===== config.mk =====
export PLATFORM = sky130hd
export DESIGN_NAME = periph_hub
export DESIGN_NICKNAME = d
export VERILOG_FILES = /design/src/logic/periph_pkg.sv /design/src/logic/addr_decode.sv /design/src/logic/slot_mux.sv /design/src/logic/read_return.sv /design/src/logic/gpio_regs.sv /design/src/logic/pin_router.sv /design/src/logic/periph_hub.sv
export SDC_FILE = /design/constraint.sdc
export NUM_CORES = 1
export LEC_CHECK = 0
export BUFFER_PORTS_ARGS = -buffer_cell sky130_fd_sc_hd__buf_2
export CORE_AREA = 2 2 126 128
export DETAILED_ROUTE_END_ITERATION = 8
export DIE_AREA = 0 0 128 130
export GPL_TIMING_DRIVEN = 0
export HOLD_SLACK_MARGIN = 0.05
export PLACE_DENSITY = 0.74
export SYNTH_ARGS = -nofsm -noshare
export SYNTH_HDL_FRONTEND = slang
export SYNTH_SLANG_ARGS = --single-unit

===== constraint.sdc =====
create_clock -name clk -period 4 [get_ports clk]
set_input_delay 0 -clock clk [delete_from_list [all_inputs] [get_ports clk]]
set_output_delay 0 -clock clk [all_outputs]
set_load 0.05 [all_outputs]

===== src/logic/periph_pkg.sv =====
// shared address map, widths and bus structs; only 4 full and 2 byte slots exist in this hub
package periph_pkg;

    // bus widths
    localparam int addr_w = 11;
    localparam int data_w = 32;
    localparam int byte_w = 8;
    localparam int pin_w  = 8;

    // local offset widths inside a slot
    localparam int full_off_w   = 6;
    localparam int simple_off_w = 4;

    // slot counts and fixed slot indices
    localparam int n_full        = 4;
    localparam int n_simple      = 2;
    localparam int slot_reserved = 0;
    localparam int slot_gpio     = 1;
    // first external full slot, the rest follow it
    localparam int slot_ext_base = 2;
    localparam int n_ext_full    = n_full - slot_ext_base;

    // addr[10:9] of the byte slot window (0x400 - 0x5ff)
    localparam logic [1:0] simple_class = 2'b10;

    // access size, 3 = idle
    typedef logic [1:0] size_t;
    localparam size_t size_none = 2'b11;

    // bit 2 = byte slot, bits 1:0 = slot index
    typedef logic [2:0] func_sel_t;
    // bit 2 = audio enable, bits 1:0 = tap
    typedef logic [2:0] audio_sel_t;

    // pins 0 and 1 come up on the uart slot, the rest on gpio
    localparam func_sel_t func_reset_uart = 3'b010;
    localparam func_sel_t func_reset_gpio = 3'b001;

    // gpio register offsets
    localparam logic [full_off_w-1:0] off_gpio_out  = 6'h00;
    localparam logic [full_off_w-1:0] off_gpio_in   = 6'h04;
    localparam logic [full_off_w-1:0] off_audio_sel = 6'h10;
    localparam logic [full_off_w-1:0] off_func_base = 6'h20;
    // keeps bit 5 and the byte lane bits of a func select offset
    localparam logic [full_off_w-1:0] off_func_mask = 6'h23;

    // request from the core, 47 bits
    typedef struct packed {
        logic [addr_w-1:0] addr;
        logic [data_w-1:0] wdata;
        size_t             write_size;
        size_t             read_size;
    } core_req_t;

    // response to the core, 33 bits
    typedef struct packed {
        logic [data_w-1:0] rdata;
        logic              ready;
    } core_rsp_t;

    // full slot request, sizes already gated per slot
    typedef struct packed {
        logic [full_off_w-1:0] offset;
        logic [data_w-1:0]     wdata;
        size_t                 write_size;
        size_t                 read_size;
    } full_req_t;

    typedef struct packed {
        logic [data_w-1:0] rdata;
        logic              ready;
    } full_rsp_t;

    // byte slot request
    typedef struct packed {
        logic [simple_off_w-1:0] offset;
        logic [byte_w-1:0]       wdata;
        logic                    write;
    } simple_req_t;

endpackage


===== src/logic/addr_decode.sv =====
// slot decode only; byte window addresses with addr[5:4] beyond the last byte slot select nothing
module addr_decode (
    input  logic [periph_pkg::addr_w-1:0]   addr,
    output logic [periph_pkg::n_full-1:0]   full_sel,
    output logic [periph_pkg::n_simple-1:0] simple_sel,
    output logic                            is_simple
);

    // slot index fields of the address
    logic [1:0] full_idx;
    logic [1:0] simple_idx;

    // byte slots sit in the 0x400 window
    assign is_simple = addr[periph_pkg::addr_w-1 -: 2] == periph_pkg::simple_class;

    // 64-byte full slots
    assign full_idx = addr[7:6];
    // 16-byte byte slots
    assign simple_idx = addr[5:4];

    // one-hot full select
    // anything outside the byte window lands here, 0x600 and up aliases too
    always_comb begin
        full_sel = '0;
        for (int i = 0; i < periph_pkg::n_full; i++) begin
            full_sel[i] = !is_simple && (full_idx == 2'(i));
        end
    end

    // one-hot byte select
    always_comb begin
        simple_sel = '0;
        for (int i = 0; i < periph_pkg::n_simple; i++) begin
            simple_sel[i] = is_simple && (simple_idx == 2'(i));
        end
    end

endmodule


===== src/logic/slot_mux.sv =====
// and-or select; sel must be one-hot or zero, an all-zero select gives an all-zero payload
module slot_mux #(
    parameter type payload_t = logic [31:0],
    parameter int  n         = 4
) (
    input  logic [n-1:0] sel,
    input  payload_t     in [n],
    output payload_t     out
);

    localparam int w = $bits(payload_t);

    logic [w-1:0] acc;

    // no priority, each input masked by its own select bit
    always_comb begin
        acc = '0;
        for (int i = 0; i < n; i++) begin
            acc = acc | (in[i] & {w{sel[i]}});
        end
    end

    assign out = payload_t'(acc);

endmodule


===== src/logic/read_return.sv =====
// read data is held until read_complete; the core must not start a new read before completing
module read_return (
    input  logic                  clk,
    input  logic                  rst_n,
    input  periph_pkg::size_t     read_size,
    input  periph_pkg::size_t     write_size,
    input  periph_pkg::full_rsp_t slot_rsp,
    input  logic                  read_complete,
    output periph_pkg::core_rsp_t rsp,
    output logic                  holding
);

    logic                          read_req;
    logic                          capture;
    logic                          ready_r;
    logic [periph_pkg::data_w-1:0] data_r;

    assign read_req = read_size != periph_pkg::size_none;

    // first ready cycle of a read while nothing is buffered
    assign capture = read_req && slot_rsp.ready && !holding;

    // hold flag and registered ready
    always_ff @(posedge clk) begin
        if (!rst_n) begin
            holding <= 1'b0;
            ready_r <= 1'b0;
        end else begin
            // a new capture beats a stale complete
            if (capture) begin
                holding <= 1'b1;
            end else if (read_complete) begin
                holding <= 1'b0;
            end
            // data is registered, so ready lags the slot by one cycle
            ready_r <= read_req && slot_rsp.ready;
        end
    end

    // held read word
    always_ff @(posedge clk) begin
        if (capture) begin
            data_r <= slot_rsp.rdata;
        end
    end

    // writes complete straight away, the slot samples them on the next edge
    assign rsp = '{
        rdata: data_r,
        ready: ready_r || (write_size != periph_pkg::size_none)
    };

endmodule


===== src/logic/gpio_regs.sv =====
// gpio slot registers; writes take only the low bits of wdata, whatever the access size
module gpio_regs (
    input  logic                                  clk,
    input  logic                                  rst_n,
    input  logic                                  sel,
    input  logic [periph_pkg::full_off_w-1:0]     offset,
    input  logic [periph_pkg::data_w-1:0]         wdata,
    input  periph_pkg::size_t                     write_size,
    input  logic [periph_pkg::pin_w-1:0]          ui_in,
    output periph_pkg::full_rsp_t                 rdata,
    output logic [periph_pkg::pin_w-1:0]          gpio_out,
    output periph_pkg::func_sel_t                 func_sel [periph_pkg::pin_w],
    output periph_pkg::audio_sel_t                audio_sel
);

    localparam int idx_w = $clog2(periph_pkg::pin_w);

    logic                          wr_en;
    logic                          func_hit;
    logic [idx_w-1:0]              func_idx;
    logic [periph_pkg::data_w-1:0] rd_word;

    assign wr_en = sel && (write_size != periph_pkg::size_none);

    // func selects are words 0x20 .. 0x3c, one per pin
    assign func_hit = (offset & periph_pkg::off_func_mask) == periph_pkg::off_func_base;
    assign func_idx = offset[idx_w+1:2];

    // output register and audio select
    always_ff @(posedge clk) begin
        if (!rst_n) begin
            gpio_out  <= '0;
            audio_sel <= '0;
        end else if (wr_en) begin
            if (offset == periph_pkg::off_gpio_out) begin
                gpio_out <= wdata[periph_pkg::pin_w-1:0];
            end
            if (offset == periph_pkg::off_audio_sel) begin
                audio_sel <= wdata[2:0];
            end
        end
    end

    // pin function selects
    always_ff @(posedge clk) begin
        for (int i = 0; i < periph_pkg::pin_w; i++) begin
            if (!rst_n) begin
                // uart tx/rx pins
                func_sel[i] <= (i < 2) ? periph_pkg::func_reset_uart : periph_pkg::func_reset_gpio;
            end else if (wr_en && func_hit && (func_idx == idx_w'(i))) begin
                func_sel[i] <= wdata[2:0];
            end
        end
    end

    // readback, unused bits and holes read zero
    always_comb begin
        rd_word = '0;
        if (func_hit) begin
            rd_word[2:0] = func_sel[func_idx];
        end else begin
            case (offset)
                periph_pkg::off_gpio_out:  rd_word[periph_pkg::pin_w-1:0] = gpio_out;
                periph_pkg::off_gpio_in:   rd_word[periph_pkg::pin_w-1:0] = ui_in;
                periph_pkg::off_audio_sel: rd_word[2:0] = audio_sel;
                default: ;
            endcase
        end
    end

    // gpio never stalls
    assign rdata = '{rdata: rd_word, ready: 1'b1};

endmodule


===== src/logic/pin_router.sv =====
// pin routing is combinational; a byte select naming a missing byte slot drives the pin low
module pin_router (
    input  logic                            clk,
    input  logic                            rst_n,
    input  periph_pkg::func_sel_t           func_sel    [periph_pkg::pin_w],
    input  periph_pkg::audio_sel_t          audio_sel,
    input  logic [periph_pkg::pin_w-1:0]    full_pins   [periph_pkg::n_full],
    input  logic [periph_pkg::pin_w-1:0]    simple_pins [periph_pkg::n_simple],
    output logic [periph_pkg::pin_w-1:0]    uo_out,
    output logic                            audio,
    output logic                            audio_select
);

    logic audio_tap;

    // pin i takes bit i of its source
    always_comb begin
        uo_out = '0;
        for (int i = 0; i < periph_pkg::pin_w; i++) begin
            if (func_sel[i][2]) begin
                // only two byte slots, bit 0 is the whole index
                if (func_sel[i][1:0] < 2'(periph_pkg::n_simple)) begin
                    uo_out[i] = simple_pins[func_sel[i][0]][i];
                end
            end else begin
                uo_out[i] = full_pins[func_sel[i][1:0]][i];
            end
        end
    end

    // audio tap choice
    always_comb begin
        case (audio_sel[1:0])
            2'd0:    audio_tap = full_pins[periph_pkg::slot_ext_base][7];
            2'd1:    audio_tap = full_pins[periph_pkg::slot_ext_base + 1][7];
            2'd2:    audio_tap = simple_pins[0][0];
            default: audio_tap = simple_pins[1][7];
        endcase
    end

    // registered, so audio lags the tap by a cycle
    always_ff @(posedge clk) begin
        if (!rst_n) begin
            audio <= 1'b0;
        end else begin
            audio <= audio_tap;
        end
    end

    // enable flag goes straight out
    assign audio_select = audio_sel[2];

endmodule


===== src/logic/periph_hub.sv =====
// peripheral hub; slot 0 is reserved and never ready, so the core must not read it
module periph_hub (
    input  logic                              clk,
    input  logic                              rst_n,
    input  logic [periph_pkg::pin_w-1:0]      ui_in,
    input  periph_pkg::core_req_t             req,
    input  logic                              read_complete,
    output periph_pkg::core_rsp_t             rsp,
    output periph_pkg::full_req_t             full_req     [periph_pkg::n_ext_full],
    input  periph_pkg::full_rsp_t             full_rsp     [periph_pkg::n_ext_full],
    input  logic [periph_pkg::pin_w-1:0]      full_pins    [periph_pkg::n_ext_full],
    output periph_pkg::simple_req_t           simple_req   [periph_pkg::n_simple],
    input  logic [periph_pkg::byte_w-1:0]     simple_rdata [periph_pkg::n_simple],
    input  logic [periph_pkg::pin_w-1:0]      simple_pins  [periph_pkg::n_simple],
    output logic [periph_pkg::pin_w-1:0]      uo_out,
    output logic                              audio,
    output logic                              audio_select
);

    logic [periph_pkg::n_full-1:0]   full_sel;
    logic [periph_pkg::n_simple-1:0] simple_sel;
    logic                            is_simple;
    logic                            holding;
    logic                            block_read;

    // per full slot view, reserved and gpio included
    periph_pkg::full_rsp_t           slot_full_rsp  [periph_pkg::n_full];
    logic [periph_pkg::pin_w-1:0]    slot_full_pins [periph_pkg::n_full];

    periph_pkg::full_rsp_t           full_mux_rsp;
    logic [periph_pkg::byte_w-1:0]   simple_mux_rdata;
    periph_pkg::full_rsp_t           slot_rsp;

    logic [periph_pkg::pin_w-1:0]    gpio_out;
    periph_pkg::func_sel_t           func_sel [periph_pkg::pin_w];
    periph_pkg::audio_sel_t          audio_sel;

    addr_decode u_decode (
        .addr       (req.addr),
        .full_sel   (full_sel),
        .simple_sel (simple_sel),
        .is_simple  (is_simple)
    );

    // no second read reaches a slot while a result is buffered
    assign block_read = holding || rsp.ready;

    // reserved slot reads zero, never ready
    assign slot_full_rsp[periph_pkg::slot_reserved]  = '0;
    assign slot_full_pins[periph_pkg::slot_reserved] = '0;
    assign slot_full_pins[periph_pkg::slot_gpio]     = gpio_out;

    // external full slots, sizes gated to idle unless selected
    for (genvar i = 0; i < periph_pkg::n_ext_full; i++) begin : g_ext_full
        localparam int s = periph_pkg::slot_ext_base + i;

        assign slot_full_rsp[s]  = full_rsp[i];
        assign slot_full_pins[s] = full_pins[i];
        assign full_req[i] = '{
            offset:     req.addr[periph_pkg::full_off_w-1:0],
            wdata:      req.wdata,
            write_size: full_sel[s] ? req.write_size : periph_pkg::size_none,
            read_size:  (full_sel[s] && !block_read) ? req.read_size : periph_pkg::size_none
        };
    end

    // byte slots only see a write strobe
    for (genvar j = 0; j < periph_pkg::n_simple; j++) begin : g_simple
        assign simple_req[j] = '{
            offset: req.addr[periph_pkg::simple_off_w-1:0],
            wdata:  req.wdata[periph_pkg::byte_w-1:0],
            write:  simple_sel[j] && (req.write_size != periph_pkg::size_none)
        };
    end

    gpio_regs u_gpio (
        .clk        (clk),
        .rst_n      (rst_n),
        .sel        (full_sel[periph_pkg::slot_gpio]),
        .offset     (req.addr[periph_pkg::full_off_w-1:0]),
        .wdata      (req.wdata),
        .write_size (req.write_size),
        .ui_in      (ui_in),
        .rdata      (slot_full_rsp[periph_pkg::slot_gpio]),
        .gpio_out   (gpio_out),
        .func_sel   (func_sel),
        .audio_sel  (audio_sel)
    );

    slot_mux #(
        .payload_t (periph_pkg::full_rsp_t),
        .n         (periph_pkg::n_full)
    ) u_full_mux (
        .sel (full_sel),
        .in  (slot_full_rsp),
        .out (full_mux_rsp)
    );

    slot_mux #(
        .payload_t (logic [periph_pkg::byte_w-1:0]),
        .n         (periph_pkg::n_simple)
    ) u_simple_mux (
        .sel (simple_sel),
        .in  (simple_rdata),
        .out (simple_mux_rdata)
    );

    // byte slots are always ready, data zero-extended
    always_comb begin
        if (is_simple) begin
            slot_rsp.rdata = {{(periph_pkg::data_w - periph_pkg::byte_w){1'b0}}, simple_mux_rdata};
            slot_rsp.ready = 1'b1;
        end else begin
            slot_rsp = full_mux_rsp;
        end
    end

    read_return u_return (
        .clk           (clk),
        .rst_n         (rst_n),
        .read_size     (req.read_size),
        .write_size    (req.write_size),
        .slot_rsp      (slot_rsp),
        .read_complete (read_complete),
        .rsp           (rsp),
        .holding       (holding)
    );

    pin_router u_router (
        .clk          (clk),
        .rst_n        (rst_n),
        .func_sel     (func_sel),
        .audio_sel    (audio_sel),
        .full_pins    (slot_full_pins),
        .simple_pins  (simple_pins),
        .uo_out       (uo_out),
        .audio        (audio),
        .audio_select (audio_select)
    );

endmodule


; Word-level counts from Yosys, hierarchy flattened
; Cells that the tools add are included.
[word_totals]
reg_bits = 70
elab_cells = 196
output_inout_bits = 153
[op_classes]
n_reduce_logical = 33
n_mux = 79
n_eq_ne = 19
n_lt_le_gt_ge = 25
bitwise_logic = 25
[ops]
columns = operator, count
row1 = $bmux W8 S2, 8
row2 = $and A33 B33 Y33, 2
row3 = $or A33 B33 Y33, 2
row4 = $mux W8, 5
row5 = $mux W7, 5
row6 = $and A9 B33 Y33, 1
row7 = $mux W5, 6
row8 = $mux W6, 5
row9 = $ge A3 B3 Y1 const B, 8
row10 = $mux W3, 8
row11 = $not A2 Y3, 8
row12 = $mux W1, 23
row13 = $logic_and A1 B1 Y1, 21
row14 = $mux W4, 5
row15 = $mux W2, 9
row16 = $and A8 B8 Y8, 2
row17 = $ge A2 B2 Y1 const B, 8
row18 = $lt A2 B2 Y1 const B, 8
row19 = $not A1 Y2, 8
row20 = $eq A3 B3 Y1 const B, 5
row21 = $pmux W5 S2, 1
row22 = $bmux W3 S3, 1
row23 = $mux W9, 1
row24 = $pmux W3 S3, 1
row25 = other kinds (18), 30

; Longest topological paths before layout
; Gate-level depths: netlist of the first run.
[logic_depth]
word_depth = 12
depth_mapped = 6
ltp_nobuf = 4

; By module
; From an unflattened synthesis of the first run, not the netlist that was laid out.
[hier_totals]
hier_cells = 589
hier_area_um2 = 5821.8
[by_module_without_submodules]
columns = mod, cells_each, area_each_um2, n_inst
row1 = gpio_regs, 223, 2031.9, 1
row2 = periph_hub, 148, 1142.3, 1
row3 = read_return, 41, 1054.8, 1
row4 = slot_mux at u_full_mux, 115, 975.9, 1
row5 = pin_router, 44, 466.7, 1
row6 = slot_mux at u_simple_mux, 10, 92.6, 1
row7 = addr_decode, 8, 57.6, 1

; Worst setup path before layout of the first run
; Ideal clock, no wire load.
[synth_path]
path_type = input -> output
startpoint = in req[41] (netlist bit)
endpoint = out simple_req[0] (netlist bit)
required_ps = 4000
slack_ps = 2193
path_stages = 3
n_path_buf = 1
arrival_ps = 1807
path_cell_list = or3b_2 -> clkbuf_1 -> nor3b_1
[synth_rtl]
columns = element, line_no
row1 = start: declaration, periph_hub.sv:6  ; input periph_pkg::core_req_t req,
row2 = end: declaration, periph_hub.sv:12  ; output periph_pkg::simple_req_t simple_req [periph_pkg::n_simple],

; Worst setup path in the final report of the first run
[layout_path]
startpoint = in req[46] (netlist bit)
endpoint = reg u_return.data_r[0] (netlist bit), enable pin
[layout_via]
elab_chain_cells = 9
[layout_lines]
columns = element, line_no
row1 = $eq A2 B2 Y1 *, addr_decode.sv:14  ; assign is_simple = addr[periph_pkg::addr_w-1 -: 2] == periph_pkg::simple_class;
row2 = $logic_not A1 Y1, n/a
row3 = $logic_and A1 B1 Y1, addr_decode.sv:26  ; full_sel[i] = !is_simple && (full_idx == 2'(i));
row4 = $and A9 B33 Y33 or $and A33 B33 Y33 (tied branches), slot_mux.sv:19  ; acc = acc | (in[i] & {w{sel[i]}});
row5 = $or A33 B33 Y33 (2 in a row), slot_mux.sv:19
row6 = $mux W9 *, periph_hub.sv:110  ; if (is_simple) begin
row7 = $logic_and A1 B1 Y1 * (2 in a row), read_return.sv:21  ; assign capture = read_req && slot_rsp.ready && !holding;
row8 = net u_return.capture, read_return.sv:14  ; logic capture;
row9 = end signal: assignment, read_return.sv:43  ; data_r <= slot_rsp.rdata;
row10 = end: declaration, read_return.sv:16  ; logic [periph_pkg::data_w-1:0] data_r;
; Mark *: on every way through the listed nets, which the timed path passes. The rest lies on a longest branch.
; A chain may end at the register's enable or synchronous reset.

==> flow_metrics.py, run 1 <==
metrics = {
    "power": {
        "p_leak_nw": 3.712,
        "comb_power_share_pct": 33.4,
        "netSwitchingFraction_pct": 34.72,
        "irDropWorstVdd_mv": 0.2040,
        "internal-power_w": 0.001545,
        "pwr_density_cell_nw_per_um2": 320.2,
        "finalPower_w": 0.002367,
        "p_sw_w": 0.0008217,
        "pwr-share-clk_pct": 32.4,
        "seqPwrFrac_pct": 34.2,
    },
    "layout": {
        "diodes": 0,
        "final_nets": 1040,
        "drive_above_1_share_pct": 51.38,
        "instances_no_fill": 1064,
        "areaGrowthSynthToFinish_pct": 56.61,
        "post-route-util_pct": 47.93,
    },
    "clock_network": {
        "cts_buffer_depth": 2,
        "cts_tree": "built",
        "htreeDepth": 3,
        "numCtsBuffers": 9,
        "clk_pin_slew_ns": 0.06,
        "clkLatencyLatePin_ns": 0.33,
        "cts-root-buf": "clkbuf_16",
        "cts.sink_count": 70,
    },
    "synth": {
        "yosysUniqueCellTypes": 47,
        "syn-num-nets": 665,
        "yosys_register_bits": 70,
        "ys_seq_area_share_pct": 36.47,
        "yosys-mux-area-fraction_pct": 15.48,
        "synth_ff_type": "dfxtp_1",
        "synth-simple-area-share_pct": 13.94,
        "yosysWarningCount": 0,
        "synth_top_family_by_area": "buffers and inverters",
        "synth_xor_area_share_pct": 0,
        "synth.most_common_cell": "buf_4",
        "synth_fa_ha_area_share_pct": 0,
        "yosys.area.top_type": "edfxtp_1",
        "syn_avg_cell_area_um2": 9.576,
        "synth_edf_count": 32,
        "syn_area_um2": 4721,
        "synthTopCellsByCount": "101 x buf_4, 55 x mux2i_1, 38 x dfxtp_1",
        "synthTopCellsByArea": "edfxtp_1 20%, dfxtp_1 16%, buf_4 16%, mux2i_1 12%, a22o_1 5.6%",
        "syn_inst": 493,
        "synthArstFlopShare_pct": 0,
        "synth-compound-area-share_pct": 14.92,
        "synth_top_cell_area_share_pct": 20.36,
    },
    "drt": {
        "drtIter0Drc": 273,
        "drt_pass1_iterations": 4,
        "viasPerCell": 4.797,
        "drc": 0,
        "vias": 5104,
        "ant_nets": 0,
        "wl_per_cell_um": 16.52,
        "finalWirelength_mm": 17.58,
    },
    "sta": {
        "timing.final.crit_share_pct": 53.61,
        "relSlewSlack_pct": 14.03,
        "drv_slew": 0,
        "max_clock_freq_mhz": 466.3,
        "tns_ns": 0,
        "hold_violations": 0,
        "rsz0062_at_grt": "no",
        "skew_ns": 0.006841,
        "tightest_slew_ns": 1.288,
        "finalSetupViolCount": 0,
        "period_needed_ns": 2.145,
    },
    "setup_path": {
        "required_ns": 3.94,
        "crit_path_start_kind": "primary input",
        "critPathKind": "in2reg",
        "end_kind": "register",
        "path_max_fanout": 32,
        "crit_arrival_ns": 2.08,
    },
    "global_routing": {
        "antenna_found_initial": 1,
        "grt_pass1_wl_mm": 25.33,
        "track_usage_pct": 20.06,
        "grt_pass1_vias": 4779,
        "grt_max_degree": 33,
        "grt.overflow.total": 0,
    },
    "run_status": {
        "status": "complete, no violations",
    },
    "floorplan": {
        "die_h_um": 130,
        "rows": 46,
        "pin_count": 325,
        "initial_core_util_pct": 30.61,
        "die_area_um2": 16640,
        "die-width_um": 128,
        "core_area_um2": 15420,
    },
    "hold_path": {
        "hold_path.class": "in2reg",
    },
    "flow_run": {
        "drv_cap": 0,
    },
    "placement": {
        "routabilityCongestion": 0.8328,
        "dp_hpwl_mm": 13.34,
        "port_buffers": 298,
        "placed_cells": 983,
    },
}
==> power by group through the flow <==
stage / Sequential, W / Combinational [W] / Clock [W]
6_report: 0.000810 / 0.000791 / 0.000766
5_1_grt: 0.000812 / 0.000831 / 0.000818
4_1_cts: 0.000809 / 0.000790 / 0.000792
3_5_place_dp: 0.000824 / 0.000733 / 0
3_3_place_gp: 0.000824 / 0.000728 / 0
2_1_floorplan: 0.000944 / 0.000403 / 0
==> state kept, by name, summed over array words and instances (netlist names) <==
signal / cells
u_router.audio: 1
u_return.ready_r: 1
u_return.holding: 1
u_gpio.func_sel: 24
u_gpio.audio_sel: 3
u_gpio.gpio_out: 8
u_return.data_r: 32
==> through the flow <==
stage | instance area [µm²] | worst slack, ns | hold slack (ns)
6_report | 7393 | 1.855 | 0.07130
5_1_grt | 7393 | 1.607 | 0.08506
4_1_cts | 7393 | 1.823 | 0.05351
3_5_place_dp | 6452 | 1.466 | 0.2783
3_3_place_gp | 6452 | 1.499 | 0.2784
2_1_floorplan | 4721 | 2.193 | 0.1477
==> per-layer routing <==
metal | track usage, % | share of wire (%)
met2 | 37.24 | 51
met1 | 22.20 | 38
met4 | 8.016 | 2.6
met5 | 0 | 0.074
met3 | 4.633 | 8.3
==> worst paths after layout <==
kind | from | slack [ns] | end | depth (start not counted)
max | req[46] | 1.86 | u_return.data_r[0] | 6
min | simple_rdata[15] | 0.07 | u_return.data_r[7] | 3
max reg2reg | u_return.holding | 2.15 | u_return.data_r[0] | 3
min reg2reg | u_gpio.func_sel[13] | 0.49 | u_gpio.func_sel[13] | 2
==> cell families after synthesis <==
kind of cell | Yosys count
buffers and inverters | 136
and+or+nand+nor | 117
AOI/OAI and AO/OA | 102
DFF | 70
muxes | 68
==> cell type report <==
cell class | instances | area [µm²]
clock inverter | 5 | 51.30
inverter | 12 | 45.04
tap | 192 | 240.2
clock buffer | 10 | 229.0
multi-input combinational | 287 | 2093
sequential | 70 | 1722
timing repair buffer | 364 | 2152
fill | 1432 | 8031
buffer | 124 | 860.8
==> worst max-delay path, cell delays in order <==
cell,delay [ns]
buf_2,0.09
nor2b_1,0.12
clkbuf_1,0.29
clkbuf_1,0.42
o211ai_1,0.19
inv_1,0.96
==> cell usage in the layout (no fill, tap or decap), types with 2 or more instances in the layout <==
cell type,n
nand2b_1,8
buf_4,101
o21ai_1,3
buf_2,311
a22o_1,30
a22oi_1,2
and3_1,4
a2bb2oi_1,2
nor2_1,17
and4_1,2
mux4_2,3
a221oi_1,7
a31oi_1,7
mux2i_1,55
inv_1,11
dlygate4sd3_1,66
clkbuf_16,9
nor2b_1,10
clkinv_2,2
and2_1,2
edfxtp_1,32
dfxtp_1,38
mux2_2,10
o32ai_1,2
o21ai_0,14
clkbuf_1,10
o211ai_1,2
nand4_1,3
o22ai_1,5
a21oi_1,24
nor3_1,7
and3b_1,6
nand2_1,29
a211o_1,3
nand3_1,17
==> repair_timing <==
action / 4_1_cts / 5_1_grt
gates resized for setup: 0 / 0
hold endpoints to repair: 42 / 0
hold buffers: 66 / 0
buffers inserted: 0 / 0
Power figures use the tool's default switching activity.
==> run 2, diff against run 1 <==
--- a/config.mk
+++ b/config.mk
@@ -6,12 +6,12 @@
 export NUM_CORES = 1
 export LEC_CHECK = 0
 export BUFFER_PORTS_ARGS = -buffer_cell sky130_fd_sc_hd__buf_2
-export CORE_AREA = 2 2 126 128
+export CORE_AREA = 2 2 125 127
 export DETAILED_ROUTE_END_ITERATION = 8
-export DIE_AREA = 0 0 128 130
+export DIE_AREA = 0 0 127 129
 export GPL_TIMING_DRIVEN = 0
 export HOLD_SLACK_MARGIN = 0.05
-export PLACE_DENSITY = 0.74
+export PLACE_DENSITY = 0.77
 export SYNTH_ARGS = -nofsm -noshare
 export SYNTH_HDL_FRONTEND = slang
 export SYNTH_SLANG_ARGS = --single-unit
==> constraint.sdc (replaced) <==
create_clock -name clk -period 1.78 [get_ports clk]
set_input_delay 0 -clock clk [delete_from_list [all_inputs] [get_ports clk]]
set_output_delay 0 -clock clk [all_outputs]
set_load 0.05 [all_outputs]
==> run 2 against run 1 <==
Net effect: sequential cell count is the same; largest cell class unchanged; critical path type unchanged; sequential share of layout area shrank 0.12 points; highest routed layer is now met4; wire length grew 3.4%; clock power grew 130%; global-route usage grew 0.90 points.
==> flow_metrics.py, run 2 (synthesized netlist as in run 1, its figures left out) <==
metrics = {
    "floorplan": {
        "die_area_um2": 16380,
        "pin_count": 325,
        "initial_core_util_pct": 31.52,
        "core_area_um2": 14980,
        "rows": 45,
        "die-width_um": 127,
        "die_h_um": 129,
    },
    "layout": {
        "instances_no_fill": 1064,
        "final_cell_mix": "311 x buf_2, 105 x buf_4, 63 x dlygate4sd3_1",
        "largest_reg_flops": 32,
        "post-route-util_pct": 49.62,
        "mostFrequentLayoutCell": "buf_2",
        "drive_above_1_share_pct": 52.69,
        "areaGrowthSynthToFinish_pct": 57.41,
        "final_nets": 1042,
        "largest-register": "u_return.data_r",
        "largestRegisters": "u_return.data_r: 32 flops, u_gpio.func_sel: 24 flops, u_gpio.gpio_out: 8 flops",
    },
    "global_routing": {
        "use_met1_pct": 23.55,
        "grt_use_met2_pct": 39.44,
        "grt_max_degree": 17,
        "grt.overflow.total": 0,
        "grt_pass1_wl_mm": 26.42,
        "grt_pass1_vias": 4870,
        "antenna_found_initial": 2,
        "grt_use_met3_pct": 4.449,
        "track_usage_pct": 20.96,
        "top_usage_layer": "met2",
    },
    "placement": {
        "placed_cells": 979,
        "port_buffers": 298,
        "routabilityCongestion": 0.8471,
        "dp_hpwl_mm": 13.30,
    },
    "setup_path": {
        "required_ns": 1.86,
        "crit_chain": "buf_2 -> nand2b_2 -> and3_1 -> buf_2 -> clkbuf_2 -> a22o_1 -> dlygate4sd3_1",
        "path_buf_inv": 4,
        "path_delay_family": "buffers and inverters",
        "crit_arrival_ns": 1.77,
        "worst_path_largest_cell_delay_ns": 0.56,
        "path_common_cell": "buf_2",
        "r2r_slack_ns": 0.22,
        "path_max_fanout": 10,
        "critPathSlowestCell": "dlygate4sd3_1",
        "critPathKind": "in2reg",
        "end_kind": "register",
        "crit_path_start_kind": "primary input",
    },
    "clock_network": {
        "cts_buffer_depth": 2,
        "numCtsBuffers": 9,
        "cts-root-buf": "clkbuf_16",
        "clk_pin_slew_ns": 0.06,
        "htreeDepth": 3,
        "clkLatencyLatePin_ns": 0.34,
        "cts.sink_count": 70,
        "cts_tree": "built",
    },
    "sta": {
        "drv_slew": 0,
        "skew_ns": 0.008676,
        "hold_violations": 0,
        "tightest_slew_ns": 0.8632,
        "period_needed_ns": 1.695,
        "timing.final.crit_share_pct": 95.25,
        "rsz0062_at_grt": "no",
        "max_clock_freq_mhz": 589.8,
        "finalSetupViolCount": 0,
        "relSlewSlack_pct": 41.97,
    },
    "drt": {
        "drtIter0Drc": 295,
        "drt_pass1_iterations": 7,
        "finalWirelength_mm": 18.18,
        "wl_per_cell_um": 17.08,
        "drc": 0,
        "vias": 5161,
        "ant_nets": 0,
        "viasPerCell": 4.851,
    },
    "power": {
        "irDropWorstVdd_mv": 0.4669,
        "seqPwrFrac_pct": 33.9,
        "finalPower_w": 0.005363,
        "p_sw_w": 0.001908,
        "comb_power_share_pct": 33.6,
        "p_leak_nw": 3.704,
        "pwr-share-clk_pct": 32.6,
        "netSwitchingFraction_pct": 35.58,
        "pwr_density_cell_nw_per_um2": 721.7,
        "internal-power_w": 0.003455,
    },
    "flow_run": {
        "drv_cap": 0,
    },
    "hold_path": {
        "hold_path.class": "in2reg",
    },
    "run_status": {
        "status": "complete, no violations",
    },
}
## run 2: cell types whose count changed in the layout (fill, tap and decap cells not counted), moves of 2 or more
| cell | previous run | this run |
|---|---|---|
| clkinvlp_4 | 1 | 3 |
| clkbuf_2 | 0 | 3 |
| clkbuf_1 | 10 | 8 |
| dlygate4sd3_1 | 66 | 63 |
| clkinv_4 | 0 | 2 |
| buf_4 | 101 | 105 |
## run 2: path summary, 6_finish.rpt
| path | start | to | depth (start not counted) |
|---|---|---|---|
| max | req[45] | u_return.data_r[24] | 7 |
| min | simple_rdata[11] | u_return.data_r[3] | 3 |
| max reg2reg | u_gpio.func_sel[1] | u_return.data_r[1] | 4 |
| min reg2reg | u_gpio.func_sel[4] | u_gpio.func_sel[4] | 2 |
## run 2: stage by stage
step                area [µm²]  setup slack, ns  hold WS [ns]  setup TNS [ns]
finish                    7431          0.08460       0.06748               0
global placement          6456          -0.4549        0.2740          -14.47
global route              7428          0.01228       0.08888               0
CTS                       7410          0.01552       0.05144               0
detailed placement        6456          -0.4875        0.2950          -15.52
floorplan                 4730          0.02866        0.1477               0
## run 2: power groups by stage
stage | Sequential (W) | Combinational (W) | Clock (W)
after CTS | 0.00182 | 0.00178 | 0.00177
after global routing | 0.00182 | 0.00188 | 0.00185
after global placement | 0.00185 | 0.00164 | 0
after detailed placement | 0.00185 | 0.00165 | 0
after floorplan | 0.00212 | 0.000909 | 0
final | 0.00182 | 0.00180 | 0.00175
## run 2: area by class of cell
type	count	area [µm²]
Timing Repair inverter	1	7.507
Clock inverter	4	30.03
Antenna cell	1	2.502
Clock buffer	12	261.5
Tap cell	188	235.2
Buffer	124	864.6
Sequential cell	70	1722
Fill cell	1394	7546
Multi-Input combinational cell	287	2107
Inverter	12	48.80
Timing Repair Buffer	365	2152
## run 2: worst reg2reg max path, delay by kind of cell (launching register included)
kind | cells | cell delay, ns
AND/OR/NAND/NOR | 1 | 0.07
flip-flops | 1 | 0.36
AO/OA/AOI/OAI | 1 | 0.08
multiplexers | 2 | 0.79
## run 2: per-layer routing
layer  vias up  share of wire [%]
li1       2461                  -
met1      2429                 38
met2       244                 52
met3        27                7.8
met4         0                2.2
met5         -                  0
## run 2: what timing repair did
action                                  4_1_cts  5_1_grt
gates cloned                                  1        0
hold buffers                                 63        0
endpoints found under the setup margin       32       19
resized for setup                             2        5
pin swaps                                     1        0
hold endpoints to repair                     41        0
setup buffers                                 3        1
==> run 3, diff against run 2 <==
--- a/config.mk
+++ b/config.mk
@@ -12,6 +12,7 @@
 export GPL_TIMING_DRIVEN = 0
 export HOLD_SLACK_MARGIN = 0.05
 export PLACE_DENSITY = 0.77
+export SETUP_SLACK_MARGIN = 0.4
 export SYNTH_ARGS = -nofsm -noshare
 export SYNTH_HDL_FRONTEND = slang
 export SYNTH_SLANG_ARGS = --single-unit
==> run 3 against run 2 <==
Net effect: combinational power rose by 2%; largest cell class unchanged; sequential power barely moved; global-route usage rose by 0.53 points; clock skew fell by 0.0021 ns; critical endpoint is now u_return.data_r[1]; power fell by 1.6%; via count rose by 1.2%.
==> flow_metrics.py, run 3 (synthesized netlist as in run 1, its figures left out) <==
metrics = {
    "power": {
        "irDropWorstVdd_mv": 0.4174,
        "pwr_density_cell_nw_per_um2": 682.1,
        "seqPwrFrac_pct": 34.1,
        "finalPower_w": 0.005278,
        "p_sw_w": 0.001892,
        "netSwitchingFraction_pct": 35.85,
        "internal-power_w": 0.003386,
        "pwr-share-clk_pct": 31.1,
        "p_leak_nw": 3.770,
        "comb_power_share_pct": 34.8,
    },
    "floorplan": {
        "rows": 45,
        "die_h_um": 129,
        "initial_core_util_pct": 31.52,
        "die-width_um": 127,
        "pin_count": 325,
        "die_area_um2": 16380,
        "core_area_um2": 14980,
    },
    "layout": {
        "largestRegisters": "u_return.data_r: 32 flops, u_gpio.func_sel: 24 flops, u_gpio.gpio_out: 8 flops",
        "drive_above_1_share_pct": 58.64,
        "final_nets": 1047,
        "largest_reg_flops": 32,
        "final_cell_mix": "300 x buf_2, 110 x buf_4, 65 x dlygate4sd3_1",
        "largest-register": "u_return.data_r",
        "instances_no_fill": 1069,
        "mostFrequentLayoutCell": "buf_2",
        "areaGrowthSynthToFinish_pct": 63.90,
    },
    "clock_network": {
        "cts-root-buf": "clkbuf_16",
        "clkLatencyLatePin_ns": 0.34,
        "cts.sink_count": 70,
        "htreeDepth": 3,
        "cts_tree": "built",
        "numCtsBuffers": 9,
        "clk_pin_slew_ns": 0.06,
        "cts_buffer_depth": 2,
    },
    "drt": {
        "vias": 5223,
        "drc": 0,
        "drt_pass1_iterations": 7,
        "ant_nets": 0,
        "viasPerCell": 4.886,
        "drtIter0Drc": 307,
        "wl_per_cell_um": 17.29,
        "finalWirelength_mm": 18.49,
    },
    "setup_path": {
        "path_max_fanout": 4,
        "crit_arrival_ns": 1.59,
        "critPathKind": "reg2reg",
        "crit_chain": "mux4_2 -> mux2_4 -> nand2_2 -> a31oi_1",
        "path_buf_inv": 0,
        "worst_path_largest_cell_delay_ns": 0.47,
        "required_ns": 1.85,
        "critPathSlowestCell": "mux4_2",
        "path_delay_family": "multiplexers",
        "crit_path_start_kind": "register",
        "end_kind": "register",
    },
    "global_routing": {
        "grt_max_degree": 17,
        "grt.overflow.total": 0,
        "grt_pass1_vias": 4944,
        "grt_use_met2_pct": 39.28,
        "antenna_found_initial": 1,
        "track_usage_pct": 21.50,
        "grt_pass1_wl_mm": 26.78,
        "grt_use_met3_pct": 4.823,
        "top_usage_layer": "met2",
        "use_met1_pct": 24.92,
    },
    "placement": {
        "dp_slack_ns": -0.3936,
        "dp_hpwl_mm": 13.44,
        "routabilityCongestion": 0.8555,
        "port_buffers": 298,
        "placed_cells": 979,
    },
    "sta": {
        "hold_violations": 0,
        "period_needed_ns": 1.520,
        "tns_ns": 0,
        "tightest_slew_ns": 0.6708,
        "skew_ns": 0.006567,
        "timing.final.crit_share_pct": 85.41,
        "whs_ns": 0.07973,
        "relSlewSlack_pct": 54.94,
        "finalSetupViolCount": 0,
        "rsz0062_at_grt": "yes",
        "max_clock_freq_mhz": 657.7,
        "drv_slew": 0,
        "fin_ws_ns": 0.2596,
    },
    "hold_path": {
        "hold_path.class": "in2reg",
    },
    "run_status": {
        "status": "complete, no violations",
    },
    "flow_run": {
        "drv_cap": 0,
    },
}
-- run 3: cell types whose count changed in the layout (fill, tap and decap cells not counted), sizes merged --
cell / delta
buf: +2
clkbuf: +1
dlygate4sd3: +2
-- run 3: timing repair --
item | in CTS | in global routing
cloned | 1 | 0
gates resized for setup | 56 | 30
endpoints found under the hold margin | 42 | 0
buffers inserted | 5 | 2
hold buffers | 65 | 0
pin swaps | 9 | 8
setup endpoints to repair | 48 | 59
-- run 3: worst reg2reg max path, cell delays in order, from the launching register on --
cell     delay (ns)
dfxtp_4        0.36
mux4_2         0.47
mux2_4         0.28
nand2_2        0.07
a31oi_1        0.09
-- run 3: area by class of cell --
class / instances / area [µm²]
Fill cell: 1383 / 7239
Antenna cell: 1 / 2.502
Clock buffer: 12 / 246.5
Sequential cell: 70 / 1769
Timing Repair inverter: 1 / 7.507
Multi-Input combinational cell: 287 / 2276
Clock inverter: 4 / 22.52
Buffer: 124 / 879.6
Tap cell: 188 / 235.2
Timing Repair Buffer: 370 / 2250
Inverter: 12 / 48.80
-- run 3: final timing paths --
check                                   startpoint                  to  slack, ns  cells past startpoint
worst max-delay path            u_gpio.func_sel[7]  u_return.data_r[1]       0.26                      4
worst min-delay path              simple_rdata[11]  u_return.data_r[3]       0.08                      3
worst max register to register  u_gpio.func_sel[7]  u_return.data_r[1]       0.26                      4
worst min register to register  u_gpio.func_sel[4]  u_gpio.func_sel[4]       0.48                      2
-- run 3: metal layers --
layer  vias up  wire [µm]
li1       2466          -
met1      2466       7068
met4         0        310
met3        21       1552
met2       270       9555
met5         -          0
-- run 3: power groups by stage --
stage / Sequential, W / Clock (W) / Combinational, W
floorplan: 0.00212 / 0 / 0.000916
global placement: 0.00185 / 0 / 0.00166
detailed placement: 0.00185 / 0 / 0.00167
CTS: 0.00181 / 0.00169 / 0.00181
global route: 0.00181 / 0.00174 / 0.00192
finish: 0.00180 / 0.00164 / 0.00184
-- run 3: metrics by stage --
| stage | util (%) | instance area, µm² |
|---|---|---|
| after floorplan | - | 4781 |
| after global placement | 43.45 | 6507 |
| after global routing | 51.66 | 7737 |
| final | 51.66 | 7737 |
| after CTS | 50.95 | 7631 |
| after detailed placement | 43.45 | 6507 |
